## config.mk

```make
export PLATFORM = sky130hd
export DESIGN_NAME = uart_cmd_master
export DESIGN_NICKNAME = d
export VERILOG_FILES = /design/src/rtl/uart_cmd_pkg.sv /design/src/rtl/uart_baud_tick.sv /design/src/rtl/uart_tx_frame.sv /design/src/rtl/uart_rx_frame.sv /design/src/rtl/uart_cmd_ctrl.sv /design/src/rtl/uart_cmd_master.sv
export SDC_FILE = /design/constraint.sdc
export NUM_CORES = 1
export LEC_CHECK = 0
export BUFFER_PORTS_ARGS = -buffer_cell sky130_fd_sc_hd__buf_2
export CAP_MARGIN = 20
export CORE_AREA = 2 2 91 93
export DETAILED_ROUTE_END_ITERATION = 16
export DIE_AREA = 0 0 93 95
export GPL_ROUTABILITY_DRIVEN = 0
export PLACE_DENSITY = 0.7
export SYNTH_ARGS = -nofsm -noshare
export SYNTH_HDL_FRONTEND = slang
export SYNTH_SLANG_ARGS = --single-unit
```

## constraint.sdc

```tcl
create_clock -name clk -period 2.9 [get_ports clk]
set_input_delay 0.725 -clock clk [delete_from_list [all_inputs] [get_ports clk]]
set_output_delay 0.725 -clock clk [all_outputs]
set_load 0.05 [all_outputs]
```

## src/rtl/uart_cmd_pkg.sv

```systemverilog
package uart_cmd_pkg;

  // **************************************************
  // bit timing and frame shape.
  // **************************************************

  // clock cycles per bit period, kept small for simulation.
  localparam int BAUD_DIV     = 16;
  localparam int GAP_BITS     = 2;
  localparam int RESP_TIMEOUT = 40;
  // start, eight data bits, even parity, stop.
  localparam int FRAME_BITS   = 11;

  localparam int BAUD_CNT_W = $clog2(BAUD_DIV);
  localparam int BIT_CNT_W  = $clog2(FRAME_BITS + 1);
  localparam int WAIT_CNT_W = $clog2(RESP_TIMEOUT + 1);

  // **************************************************
  // host command and receive result.
  // **************************************************

  // wr set means register write.
  typedef struct packed {
    logic       wr;
    logic [6:0] addr;
    logic [7:0] data;
  } uart_cmd_t;

  typedef struct packed {
    logic [7:0] data;
    logic       parity_err;
    logic       frame_err;
  } uart_rx_byte_t;

  typedef enum logic [2:0] {
    idle,
    send_addr,
    gap,
    send_data,
    wait_resp,
    recv_resp,
    report
  } ctrl_state_e;

endpackage

```

## src/rtl/uart_baud_tick.sv

```systemverilog
`timescale 1ns/10ps

module uart_baud_tick (
  input  logic clk,
  input  logic rst_n,
  input  logic en,
  output logic tick
);

  import uart_cmd_pkg::*;

  logic [BAUD_CNT_W-1:0] cnt;

  // held at full count while disabled, so the first tick is one bit period out.
  always_ff @(posedge clk or negedge rst_n) begin
    if (!rst_n) begin
      cnt <= BAUD_CNT_W'(BAUD_DIV - 1);
    end else if (!en) begin
      cnt <= BAUD_CNT_W'(BAUD_DIV - 1);
    end else if (cnt == '0) begin
      cnt <= BAUD_CNT_W'(BAUD_DIV - 1);
    end else begin
      cnt <= cnt - 1'b1;
    end
  end

  assign tick = en && (cnt == '0);

endmodule

```

## src/rtl/uart_tx_frame.sv

```systemverilog
`timescale 1ns/10ps

module uart_tx_frame (
  input  logic       clk,
  input  logic       rst_n,
  input  logic       tx_start,
  input  logic [7:0] tx_byte,
  input  logic       bit_tick,
  output logic       bit_en,
  output logic       tx_busy,
  output logic       tx
);

  import uart_cmd_pkg::*;

  logic [FRAME_BITS-1:0] shreg;
  logic [BIT_CNT_W-1:0]  bit_cnt;
  logic                  parity;
  logic                  load;
  logic                  shift;

  // even parity over the data byte.
  assign parity = ^tx_byte;
  assign load   = tx_start && !tx_busy;
  assign shift  = tx_busy && bit_tick;
  assign bit_en = tx_busy;

  // **************************************************
  // line control.
  // **************************************************
  always_ff @(posedge clk or negedge rst_n) begin
    if (!rst_n) begin
      tx_busy <= 1'b0;
      tx      <= 1'b1;
      bit_cnt <= '0;
    end else if (load) begin
      tx_busy <= 1'b1;
      tx      <= 1'b0;
      bit_cnt <= '0;
    end else if (shift) begin
      // last tick closes the stop bit.
      if (bit_cnt == BIT_CNT_W'(FRAME_BITS - 1)) begin
        tx_busy <= 1'b0;
        tx      <= 1'b1;
      end else begin
        tx      <= shreg[1];
      end
      bit_cnt <= bit_cnt + 1'b1;
    end
  end

  // frame image, start bit in bit 0.
  always_ff @(posedge clk) begin
    if (load) begin
      shreg <= {1'b1, parity, tx_byte, 1'b0};
    end else if (shift) begin
      shreg <= {1'b1, shreg[FRAME_BITS-1:1]};
    end
  end

  a_line_idle_high: assert property (
    @(posedge clk) disable iff (!rst_n)
    !tx_busy |-> tx
  );

endmodule

```

## src/rtl/uart_rx_frame.sv

```systemverilog
`timescale 1ns/10ps

module uart_rx_frame (
  input  logic                        clk,
  input  logic                        rst_n,
  input  logic                        rx_en,
  input  logic                        rx,
  output logic                        rx_start_seen,
  output logic                        rx_done,
  output uart_cmd_pkg::uart_rx_byte_t rx_byte
);

  import uart_cmd_pkg::*;

  logic                  rx_s1;
  logic                  rx_s2;
  logic                  rx_q;
  logic                  active;
  logic [BAUD_CNT_W-1:0] cnt;
  logic [BIT_CNT_W-1:0]  bit_idx;
  logic [7:0]            data_sh;
  logic                  par_bit;
  logic                  fall;
  logic                  sample;

  // two-flop synchronizer plus one stage for edge detect.
  always_ff @(posedge clk or negedge rst_n) begin
    if (!rst_n) begin
      rx_s1 <= 1'b1;
      rx_s2 <= 1'b1;
      rx_q  <= 1'b1;
    end else begin
      rx_s1 <= rx;
      rx_s2 <= rx_s1;
      rx_q  <= rx_s2;
    end
  end

  assign fall   = rx_en && !active && rx_q && !rx_s2;
  assign sample = active && (cnt == '0);

  // **************************************************
  // bit sequencing.
  // **************************************************
  always_ff @(posedge clk or negedge rst_n) begin
    if (!rst_n) begin
      active        <= 1'b0;
      cnt           <= '0;
      bit_idx       <= '0;
      rx_start_seen <= 1'b0;
      rx_done       <= 1'b0;
    end else begin
      rx_start_seen <= 1'b0;
      rx_done       <= 1'b0;
      if (!rx_en) begin
        active <= 1'b0;
      end else if (fall) begin
        // first look lands in the middle of the start bit.
        active  <= 1'b1;
        cnt     <= BAUD_CNT_W'(BAUD_DIV / 2 - 1);
        bit_idx <= '0;
      end else if (active) begin
        if (cnt != '0) begin
          cnt <= cnt - 1'b1;
        end else begin
          cnt     <= BAUD_CNT_W'(BAUD_DIV - 1);
          bit_idx <= bit_idx + 1'b1;
          if (bit_idx == '0) begin
            // a high line here was only a glitch.
            if (rx_s2) begin
              active <= 1'b0;
            end else begin
              rx_start_seen <= 1'b1;
            end
          end else if (bit_idx == BIT_CNT_W'(FRAME_BITS - 1)) begin
            active  <= 1'b0;
            rx_done <= 1'b1;
          end
        end
      end
    end
  end

  // data arrives lsb first, parity then stop.
  always_ff @(posedge clk) begin
    if (sample) begin
      if (bit_idx >= BIT_CNT_W'(1) && bit_idx <= BIT_CNT_W'(8)) begin
        data_sh <= {rx_s2, data_sh[7:1]};
      end
      if (bit_idx == BIT_CNT_W'(9)) begin
        par_bit <= rx_s2;
      end
      if (bit_idx == BIT_CNT_W'(FRAME_BITS - 1)) begin
        rx_byte.data       <= data_sh;
        rx_byte.parity_err <= ^{data_sh, par_bit};
        rx_byte.frame_err  <= !rx_s2;
      end
    end
  end

  a_done_when_enabled: assert property (
    @(posedge clk) disable iff (!rst_n)
    rx_done |-> rx_en
  );

endmodule

```

## src/rtl/uart_cmd_ctrl.sv

```systemverilog
`timescale 1ns/10ps

module uart_cmd_ctrl (
  input  logic                        clk,
  input  logic                        rst_n,
  input  uart_cmd_pkg::uart_cmd_t     cmd_in,
  input  logic                        cmd_vld,
  output logic                        cmd_rdy,
  output logic                        tx_start,
  output logic [7:0]                  tx_byte,
  input  logic                        tx_busy,
  input  logic                        gap_tick,
  output logic                        to_en,
  input  logic                        to_tick,
  output logic                        rx_en,
  input  logic                        rx_start_seen,
  input  logic                        rx_done,
  input  uart_cmd_pkg::uart_rx_byte_t rx_byte,
  output logic                        read_rdy,
  output logic [7:0]                  read_data,
  output logic                        read_err
);

  import uart_cmd_pkg::*;

  ctrl_state_e           state;
  uart_cmd_t             cmd_q;
  logic [WAIT_CNT_W-1:0] bit_cnt;
  logic                  accept;
  logic                  tx_done;
  logic                  gap_end;
  logic                  to_end;
  logic                  resp_end;

  assign cmd_rdy = (state == idle);
  assign accept  = cmd_vld && cmd_rdy;
  // busy is still low in the cycle of the start pulse.
  assign tx_done = !tx_start && !tx_busy;
  assign to_en   = (state == gap) || (state == wait_resp);
  assign rx_en   = (state == wait_resp) || (state == recv_resp);

  assign gap_end  = (state == gap) && gap_tick &&
                    (bit_cnt == WAIT_CNT_W'(GAP_BITS - 1));
  assign to_end   = (state == wait_resp) && !rx_start_seen && to_tick &&
                    (bit_cnt == WAIT_CNT_W'(RESP_TIMEOUT - 1));
  assign resp_end = (state == recv_resp) && rx_done;

  // **************************************************
  // transaction sequencing.
  // **************************************************
  always_ff @(posedge clk or negedge rst_n) begin
    if (!rst_n) begin
      state    <= idle;
      tx_start <= 1'b0;
      bit_cnt  <= '0;
      read_rdy <= 1'b0;
      read_err <= 1'b0;
    end else begin
      tx_start <= 1'b0;
      read_rdy <= 1'b0;
      case (state)
        idle: begin
          bit_cnt <= '0;
          if (accept) begin
            state    <= send_addr;
            tx_start <= 1'b1;
          end
        end
        send_addr: begin
          if (tx_done) begin
            state <= cmd_q.wr ? gap : wait_resp;
          end
        end
        gap: begin
          if (gap_end) begin
            state    <= send_data;
            tx_start <= 1'b1;
            bit_cnt  <= '0;
          end else if (gap_tick) begin
            bit_cnt <= bit_cnt + 1'b1;
          end
        end
        send_data: begin
          if (tx_done) begin
            state <= idle;
          end
        end
        wait_resp: begin
          if (rx_start_seen) begin
            state <= recv_resp;
          end else if (to_end) begin
            // device never answered.
            state    <= report;
            read_rdy <= 1'b1;
            read_err <= 1'b1;
          end else if (to_tick) begin
            bit_cnt <= bit_cnt + 1'b1;
          end
        end
        recv_resp: begin
          if (resp_end) begin
            state    <= report;
            read_rdy <= 1'b1;
            read_err <= rx_byte.parity_err || rx_byte.frame_err;
          end
        end
        report: begin
          read_err <= 1'b0;
          state    <= idle;
        end
        default: begin
          state <= idle;
        end
      endcase
    end
  end

  // address byte carries the write flag in its msb.
  always_ff @(posedge clk) begin
    if (accept) begin
      cmd_q   <= cmd_in;
      tx_byte <= {cmd_in.wr, cmd_in.addr};
    end else if (gap_end) begin
      tx_byte <= cmd_q.data;
    end
    if (to_end) begin
      read_data <= '0;
    end else if (resp_end) begin
      read_data <= rx_byte.data;
    end
  end

  a_start_when_idle: assert property (
    @(posedge clk) disable iff (!rst_n)
    tx_start |-> !tx_busy
  );

  a_read_rdy_pulse: assert property (
    @(posedge clk) disable iff (!rst_n)
    read_rdy |=> !read_rdy
  );

endmodule

```

## src/rtl/uart_cmd_master.sv

```systemverilog
`timescale 1ns/10ps

module uart_cmd_master (
  input  logic                    clk,
  input  logic                    rst_n,
  input  uart_cmd_pkg::uart_cmd_t cmd_in,
  input  logic                    cmd_vld,
  output logic                    cmd_rdy,
  output logic                    tx,
  input  logic                    rx,
  output logic                    read_rdy,
  output logic [7:0]              read_data,
  output logic                    read_err
);

  import uart_cmd_pkg::*;

  logic          tx_start;
  logic [7:0]    tx_byte;
  logic          tx_busy;
  logic          bit_en;
  logic          bit_tick;
  logic          to_en;
  logic          to_tick;
  logic          rx_en;
  logic          rx_start_seen;
  logic          rx_done;
  uart_rx_byte_t rx_byte;

  uart_cmd_ctrl ctrl0 (
    .clk           (clk),
    .rst_n         (rst_n),
    .cmd_in        (cmd_in),
    .cmd_vld       (cmd_vld),
    .cmd_rdy       (cmd_rdy),
    .tx_start      (tx_start),
    .tx_byte       (tx_byte),
    .tx_busy       (tx_busy),
    .gap_tick      (to_tick),
    .to_en         (to_en),
    .to_tick       (to_tick),
    .rx_en         (rx_en),
    .rx_start_seen (rx_start_seen),
    .rx_done       (rx_done),
    .rx_byte       (rx_byte),
    .read_rdy      (read_rdy),
    .read_data     (read_data),
    .read_err      (read_err)
  );

  // bit clock for the serializer.
  uart_baud_tick tick_tx (
    .clk   (clk),
    .rst_n (rst_n),
    .en    (bit_en),
    .tick  (bit_tick)
  );

  // gap and response timeout share this one.
  uart_baud_tick tick_to (
    .clk   (clk),
    .rst_n (rst_n),
    .en    (to_en),
    .tick  (to_tick)
  );

  uart_tx_frame tx0 (
    .clk      (clk),
    .rst_n    (rst_n),
    .tx_start (tx_start),
    .tx_byte  (tx_byte),
    .bit_tick (bit_tick),
    .bit_en   (bit_en),
    .tx_busy  (tx_busy),
    .tx       (tx)
  );

  uart_rx_frame rx0 (
    .clk           (clk),
    .rst_n         (rst_n),
    .rx_en         (rx_en),
    .rx            (rx),
    .rx_start_seen (rx_start_seen),
    .rx_done       (rx_done),
    .rx_byte       (rx_byte)
  );

endmodule

```

* Yosys cells after proc, flatten, opt, wreduce, memory -nomap -nowiden
Cells that the tools add are included.
** Word-level totals
- Register bits :: 94
- Bits of input ports :: 20
- Output and inout bits :: 12
- Logic and storage cells :: 171
** Operators by class
- Add/sub/neg operators :: 6
- $lt $le $gt $ge :: 2
- Eq/ne operators :: 21
- Multiplexer cells :: 65
- Reductions and logical operators :: 48
** Operators by type and width (number)
- $mux W4 :: 12
- $mux W1 :: 32
- $mux W3 :: 8
- $mux W6 :: 4
- $mux W10 :: 2
- $pmux W3 S6 :: 1
- $pmux W6 S3 :: 1
- $logic_and A1 B1 Y1 :: 17
- $logic_not A4 Y1 :: 4
- $mux W8 :: 2
- $eq A4 B4 Y1 const B :: 3
- $ne A2 B1 Y1 const B :: 6
- $sub A4 B1 Y4 const B :: 3
- $reduce_and A2 Y1 :: 5
- $eq A3 B3 Y1 const B :: 3
- $reduce_xor A9 Y1 :: 1
- $add A4 B1 Y4 const B :: 2
- $reduce_bool A2 Y1 :: 4
- $reduce_xor A8 Y1 :: 1
- $add A6 B1 Y6 const B :: 1
- $eq A3 B2 Y1 const B :: 2
- $eq A6 B1 Y1 const B :: 1
- $eq A6 B6 Y1 const B :: 1
- $ne A2 B2 Y1 const B :: 3
- other kinds (14) :: 23

* Depth between registers and ports, before layout
Gate-level depths: netlist (run 1).
- Word-level depth :: 8
- Gate-level depth with buffers :: 7
- Mapped depth without buffers :: 7

* Cells and area by module
From an unflattened synthesis (run 1), not the netlist that was laid out.
** Second synthesis, totals
- Cells, all modules :: 354
- Area, all modules :: 4217.8 sq um
** Modules (own cells, without submodules)
- uart_cmd_ctrl :: instances 1, cells an instance 162, area an instance 1755.4 sq um, seq. area each 970.9 sq um
- uart_rx_frame :: instances 1, cells an instance 100, area an instance 1383.8 sq um, seq. area each 924.6 sq um
- uart_tx_frame :: instances 1, cells an instance 60, area an instance 718.2 sq um, seq. area each 421.7 sq um
- uart_baud_tick :: instances 2, cells an instance 16, area an instance 180.2 sq um, seq. area each 105.1 sq um

* Worst setup path after synthesis (run 1)
OpenSTA, ideal clock, no wires.
- Path kind :: register to register
- Start :: register ctrl0.state[0]
- End :: register ctrl0.tx_byte[0], data pin
- Library setup time :: 0.260 ns
- Data arrival time :: 2.461 ns
- Required time :: 2.640 ns
- Setup slack :: 0.179 ns
- Cell stages (with the launch flop) :: 5
- Path buffers :: 1
- Period minus slack after synthesis :: 2.721 ns
- Cell sequence :: dfrtp_1 nor3_1 and2_1 buf_2 mux2_2
** Between the ends
- Longest elaborated chain between the ends :: 3
** RTL lines
- start, declared :: line uart_cmd_ctrl.sv:26 : ctrl_state_e state;
- start signal, assigned :: line uart_cmd_ctrl.sv:53 : state <= idle;
- start signal, assigned :: line uart_cmd_ctrl.sv:65 : state <= send_addr;
- start signal, assigned :: line uart_cmd_ctrl.sv:71 : state <= cmd_q.wr ? gap : wait_resp;
- $logic_not A3 Y1 :: line uart_cmd_ctrl.sv:35 : assign cmd_rdy = (state == idle);
- named net cmd_rdy :: line uart_cmd_master.sv:8 : output logic cmd_rdy,
- $logic_and A1 B1 Y1 :: line uart_cmd_ctrl.sv:36 : assign accept = cmd_vld && cmd_rdy;
- named net ctrl0.accept :: line uart_cmd_ctrl.sv:29 : logic accept;
- $mux W8 :: line uart_cmd_ctrl.sv:120 : if (accept) begin
- end signal, assigned :: line uart_cmd_ctrl.sv:122 : tx_byte <= {cmd_in.wr, cmd_in.addr};
- end signal, assigned :: line uart_cmd_ctrl.sv:124 : tx_byte <= cmd_q.data;
- end, declared :: line uart_cmd_ctrl.sv:10 : output logic [7:0] tx_byte,
The timed path passes the listed nets, and every way through them passes these cells.
A chain may end at the register's enable or synchronous reset.

* Worst setup path in the final report (run 1)
- Start :: register ctrl0.state[0]
- End :: output cmd_rdy
** Between the ends
- Longest elaborated chain between the ends :: 1
** RTL lines (line)
- $logic_not A3 Y1 :: uart_cmd_ctrl.sv:35
- end, declared :: uart_cmd_master.sv:8
No other way between the ends.

==> results.tsv, run 1 <==
stage	metric	value	unit
synth	number_of_standard_cells_after_synthesis	347	
route	detail_route.vias_per_cell	5.26	
timing	worst_slew_margin_rel	41.9	%
floorplan	dieHeight	95	um
min_path	worst_hold_path_type	reg -> reg	
clock_tree	clock_latency	0.35	ns
timing	finalSetupViolations	0	
synth	ys_top_cells_by_area	edfxtp_1 32%, dfrtp_1 17%, dfstp_2 7.6%	
synth	synth.largest_area_cell	edfxtp_1	
route	detail-route-antenna-nets	0	
clock_tree	holdBufCountCts	0	
setup_path	cell_chain_of_the_critical_path	nor3_1, buf_2	
synth	synth.yosys.seq_area_share	60.7	%
setup_path	critical_path_peak_fanout	16	
cells_and_area	layout.area.seq	2530	um^2
placement	port_buffers	31	
synth	ys_seq_elements	93	
synth	async_reset_ff_share	43.0	%
cells_and_area	area_occupied_by_multi_input_gates	1530	um^2
grt	first_global_vias	2495	
synth	yosys.area.top_type_share	32.4	%
timing	rsz_0062_raised_after_global_routing	false	
synth	synth_fp_nets	380	
run	max-cap-violations	0	
timing	finClkSkew	0.0114	ns
synth	synth_top_cells_by_count	45 x edfxtp_1, 39 x nand2_1, 32 x nor2_1	
timing	number_of_hold_violations_in_the_final_report	0	
clock_tree	post_cts_sizing	0	
cells_and_area	layout.cells.non_filler	492	
clock_tree	cts_tree	built	
grt	antenna_found_initial	0	
route	wire_per_inst	14.0	um
cells_and_area	final_nets	415	
route	drt-pass1-iter-count	4	
timing	timing.final.max_slew_violations	0	
grt	met2_use_gr	27.6	%
synth	post_synthesis_cell_area	4170	um^2
timing	measured_slew_at_the_worst_slew_check_pin	0.872	ns
grt	globalRouteMet3Util	3.59	%
grt	remaining_global_route_overflow	0	
route	drtIter0Drc	98	
cells_and_area	layout-area-overhead-vs-synth	11.2	%
clock_tree	clkTransAtPathRegs	0.09	ns
grt	top_usage_layer	met2	
placement	place.detailed.hpwl	4930	um
floorplan	floorplan.initialDensity	52.6	%
timing	final_min_period_over_clock_period	78.6	%
cells_and_area	fraction_of_layout_instances_using_a_drive_strength_above_1	21.4	%
synth	ys.flop_type	edfxtp_1	
pwr	power_per_cell_area	492	nW/um^2
grt	grt.total_usage	16.5	%
setup_path	critical_path.max_stage_delay	0.59	ns
clock_tree	cts_buffers	9	
floorplan	coreArea	7930	um^2
floorplan	num_io_pins	32	
setup_path	critical_path_required	2.17	ns
clock_tree	cts_htree_levels	3	
setup_path	critical_setup_path_kind	reg -> out	
route	routed_wirelength	6890	um
timing	min_period	2.28	ns
clock_tree	cts.sinks	93	
synth	synth.most_common_cell	edfxtp_1	
route	post_route_drc	0	
cells_and_area	filler_cell_count	666	
run_status	run_status	finished, final reports clean	
grt	grt_start_max_net_pins	41	
pwr	irDropWorstVdd	0.000314	V
route	num_vias	2588	
grt	grt_pass1_wl	11500	um
synth	synthesis.area_per_instance	12.0	um^2
setup_path	arrival	1.56	ns
setup_path	crit_slowest_cell	dfrtp_1	
timing	timing.fmax	438	MHz
cells_and_area	antenna_cells_inserted	0	
floorplan	overall_die_area	8840	um^2
clock_tree	total_setup_buffers_inserted_after_cts	0	
synth	edff_count_synth	45	
pwr	leakage_power_of_the_design	1.84	nW
clock_tree	cts-root-buf	clkbuf_8	
clock_tree	ctsLongestPathBuffers	2	
setup_path	cp-end-kind	primary output	
timing	post_route_hold_slack	0.362	ns
floorplan	die_width	93	um
placement	placed_cells_incl_taps	476	
setup_path	start_kind	flop	
synth	post_synth_num_cell_types	53	
floorplan	rows	33	
grt	use_met1	21.4	%
timing	final.setup.tns	0	ns
synth	ys_warn_count	0	
-- critical path: cells and delay by family, from the launching register on --
family        cells  cell delay [ns]
buf+inv           1             0.32
simple gates      1             0.30
flops             1             0.59
-- cell families after synthesis --
kind of cell | Yosys count | synth area share, %
simple gates | 122 | 14.7
flops | 93 | 60.7
compound gates | 59 | 10.4
xor+xnor | 26 | 5.47
buf+inv | 26 | 2.70
fa+ha+maj | 13 | 3.90
mux | 8 | 2.16
-- report_power, final --
part	total, mW	internal (mW)	switching, mW
Sequential	1.38	1.38	0.00210
Combinational	0.0258	0.0100	0.0158
Clock	0.872	0.385	0.487
-- cell usage in the layout, fill, tap and decap left out, types with 6 or more instances in the layout --
cell      count
dfrtp_1      28
nor2_1       32
a21oi_1      18
nand2b_1      6
nand3_1       8
a22o_1        9
and3_1        6
dfxtp_1       8
edfxtp_1     45
nand2_1      39
o21ai_0      12
ha_1         13
xor2_1        9
xnor2_1      17
nor3_1        6
buf_2        31
inv_1        16
dfstp_2      12
clkbuf_8      9
mux2_2        8
-- stage by stage --
step                cell area (um^2)  worst slack, ns  util, %  power (mW)
finish                          4630            0.619     58.4        2.28
global route                    4630            0.547     58.4        2.36
CTS                             4630            0.598     58.4        2.31
detailed placement              4420            0.831     55.8        1.43
global placement                4420            0.917     55.8        1.43
floorplan                       4170            0.179        -        1.41
-- cell type report --
class	count	area share [%]
clock buffer	10	3.21
clock inverter	6	1.32
inverter	16	1.30
multi-input combinational	228	32.9
sequential	93	54.6
tap	105	2.84
timing repair buffer	34	3.83
-- path summary, 6_finish.rpt --
kind                           startpoint               end  slack, ns  cells after the start
max                        ctrl0.state[0]           cmd_rdy       0.62                      2
min reg2reg                     rx0.rx_s1         rx0.rx_s2       0.36                      0
min                             rx0.rx_s1         rx0.rx_s2       0.36                      0
min in group asynchronous           rst_n    tx0.bit_cnt[2]       0.49                      1
max in group asynchronous           rst_n    rx0.bit_idx[1]       1.87                      1
max reg2reg                ctrl0.state[2]  ctrl0.bit_cnt[0]       0.83                      5
-- sequential cells by signal, summed over array words and instances (netlist names), 6 cells and up --
name             count
ctrl0.bit_cnt        6
ctrl0.cmd_q          9
ctrl0.read_data      8
ctrl0.tx_byte        8
rx0.data_sh          8
rx0.rx_byte         10
tx0.shreg            9
-- per-layer routing --
layer,share of wire (%),wire length (um)
met1,46,3190
met2,51,3510
met3,2.2,152
met4,0.52,36
met5,0,0
Note: power is estimated with default switching activity, not from simulation.
==> inputs of run 2 (changes only) <==
--- a/config.mk
+++ b/config.mk
@@ -11,7 +11,7 @@
 export DETAILED_ROUTE_END_ITERATION = 16
 export DIE_AREA = 0 0 93 95
 export GPL_ROUTABILITY_DRIVEN = 0
-export PLACE_DENSITY = 0.7
+export PLACE_DENSITY = 0.73
 export SYNTH_ARGS = -nofsm -noshare
 export SYNTH_HDL_FRONTEND = slang
 export SYNTH_SLANG_ARGS = --single-unit
==> constraint.sdc (replaced) <==
create_clock -name clk -period 2.09 [get_ports clk]
set_input_delay 0.5225 -clock clk [delete_from_list [all_inputs] [get_ports clk]]
set_output_delay 0.5225 -clock clk [all_outputs]
set_load 0.05 [all_outputs]
==> run 2 against run 1 <==
Net effect: die area did not move; utilization rose by 0.79 points; highest routed layer unchanged; flip-flop and latch count did not move; register-to-register slack got worse by 0.62 ns; wire length rose by 7.5%; design area rose by 1.4%; final cell count rose by 1.8%.
==> results.tsv, run 2 (same netlist as run 1, synthesis figures left out) <==
stage	metric	value	unit
floorplan	rows	33	
floorplan	die_width	93	um
placement	place.detailed.hpwl	5370	um
timing	final.setup.tns	0	ns
cells_and_area	mostFrequentLayoutCell	edfxtp_1	
min_path	worst_hold_path_type	in -> async	
setup_path	timing.rr.end	tx0.shreg[9]	
route	detail_route.vias_per_cell	5.36	
clock_tree	ctsLongestPathBuffers	2	
floorplan	overall_die_area	8840	um^2
run_status	run_status	finished, final reports clean	
pwr	irDropWorstVdd	0.000309	V
cells_and_area	reg_top3	rx0.rx_byte (10), ctrl0.cmd_q (9), tx0.shreg (9)	
route	post_route_drc	0	
placement	port_buffers	31	
cells_and_area	fraction_of_layout_instances_using_a_drive_strength_above_1	23.2	%
setup_path	critical_setup_path_kind	reg -> out	
setup_path	ff2ff_setup_slack	0.21	ns
cells_and_area	layout.area.seq	2530	um^2
run	max-cap-violations	0	
cells_and_area	largest_register_ff_count	10	
setup_path	cp-end-kind	primary output	
timing	finalSetupViolations	0	
setup_path	cp_num_buf_inv	2	
pwr	power_per_cell_area	644	nW/um^2
setup_path	ff2ff_path_depth	5	
timing	worst_slew_margin_rel	69.0	%
floorplan	num_io_pins	32	
cells_and_area	final_core_util	59.2	%
timing	finClkSkew	0.00839	ns
timing	min_period	1.94	ns
cells_and_area	antenna_cells_inserted	0	
clock_tree	cts_tree	built	
cells_and_area	largest-register	rx0.rx_byte	
setup_path	critical_path_peak_fanout	7	
clock_tree	clkTransAtPathRegs	0.09	ns
clock_tree	cts-root-buf	clkbuf_8	
floorplan	coreArea	7930	um^2
route	num_vias	2683	
clock_tree	post_cts_sizing	0	
clock_tree	total_setup_buffers_inserted_after_cts	0	
grt	first_global_vias	2657	
route	routed_wirelength	7410	um
clock_tree	holdBufCountCts	0	
cells_and_area	final_nets	424	
setup_path	arrival	1.42	ns
cells_and_area	area_occupied_by_multi_input_gates	1540	um^2
route	wire_per_inst	14.8	um
grt	grt.total_usage	18.1	%
timing	rsz_0062_raised_after_global_routing	false	
grt	grt_pass1_wl	12300	um
route	detail-route-antenna-nets	0	
grt	grt_start_max_net_pins	25	
timing	measured_slew_at_the_worst_slew_check_pin	0.463	ns
route	drt-pass1-iter-count	4	
cells_and_area	layout-area-overhead-vs-synth	12.7	%
route	drtIter0Drc	93	
grt	remaining_global_route_overflow	0	
timing	timing.final.max_slew_violations	0	
cells_and_area	cell_area_after_layout	4700	um^2
cells_and_area	layout_common_cells	45 x edfxtp_1, 39 x nand2_1, 32 x nor2_1	
clock_tree	cts_buffers	9	
clock_tree	cts_htree_levels	3	
pwr	leakage_power_of_the_design	1.89	nW
setup_path	timing.critical_path.depth	3	
setup_path	timing.critical_path.max_delay_family	buffers and inverters	
setup_path	critical_path.max_stage_delay	0.47	ns
timing	post_route_hold_slack	0.103	ns
floorplan	dieHeight	95	um
setup_path	critical_path_required	1.57	ns
timing	final_min_period_over_clock_period	93.0	%
setup_path	launching_point_of_the_worst_reg2reg_path	tick_tx.cnt[0]	
clock_tree	cts.sinks	93	
placement	placed_cell_area	4520	um^2
grt	antenna_found_initial	0	
setup_path	start_kind	flop	
setup_path	cell_chain_of_the_critical_path	buf_4, nor3_4, buf_2	
clock_tree	clock_latency	0.35	ns
setup_path	crit_slowest_cell	dfrtp_1	
timing	number_of_hold_violations_in_the_final_report	0	
cells_and_area	filler_cell_count	654	
timing	timing.fmax	515	MHz
floorplan	floorplan.initialDensity	52.6	%
==> run 2: cell types whose count changed in the layout (fill, tap and decap cells not counted), sizes merged <==
| cell | previous run | this run |
|---|---|---|
| inv | 19 | 16 |
| clkinvlp | 1 | 0 |
| buf | 34 | 43 |
| clkinv | 2 | 6 |
==> run 2: metrics by stage <==
| stage | setup slack (ns) | std cells | power [mW] |
|---|---|---|---|
| floorplan | 0.0352 | 347 | 1.96 |
| global placement | 0.278 | 485 | 1.99 |
| detailed placement | 0.217 | 485 | 2.00 |
| CTS | 0.139 | 501 | 3.06 |
| global route | 0.00840 | 501 | 3.13 |
| finish | 0.147 | 501 | 3.03 |
==> run 2: worst max path at each step <==
stage	slack [ns]	start	endpoint
after floorplan	0.04	ctrl0.state[0]	ctrl0.tx_byte[0]
after global placement	0.28	tick_tx.cnt[0]	tx0.shreg[6]
after detailed placement	0.22	tick_tx.cnt[0]	tx0.shreg[4]
after CTS	0.14	ctrl0.state[2]	cmd_rdy
after global routing	0.008	ctrl0.bit_cnt[0]	ctrl0.read_err
final	0.15	ctrl0.state[2]	cmd_rdy
==> run 2: per-layer routing <==
metal / vias up / track usage [%] / wire [um]
met5: - / 0 / 0
met4: 0 / 8.09 / 122
met3: 11 / 3.11 / 179
met2: 39 / 31.1 / 3780
met1: 1313 / 22.6 / 3330
li1: 1320 / - / -
==> run 2: report_power, final <==
part / switching (mW) / internal (mW) / total (mW)
Combinational: 0.0238 / 0.0176 / 0.0414
Clock: 0.609 / 0.461 / 1.07
Sequential: 0.00293 / 1.91 / 1.91
==> run 2: area by class of cell <==
class / instances / area share [%]
Clock inverter: 6 / 0.826
Clock buffer: 10 / 2.93
Tap cell: 105 / 2.80
Sequential cell: 93 / 53.8
Timing Repair Buffer: 43 / 5.49
Inverter: 16 / 1.28
Multi-Input combinational cell: 228 / 32.9
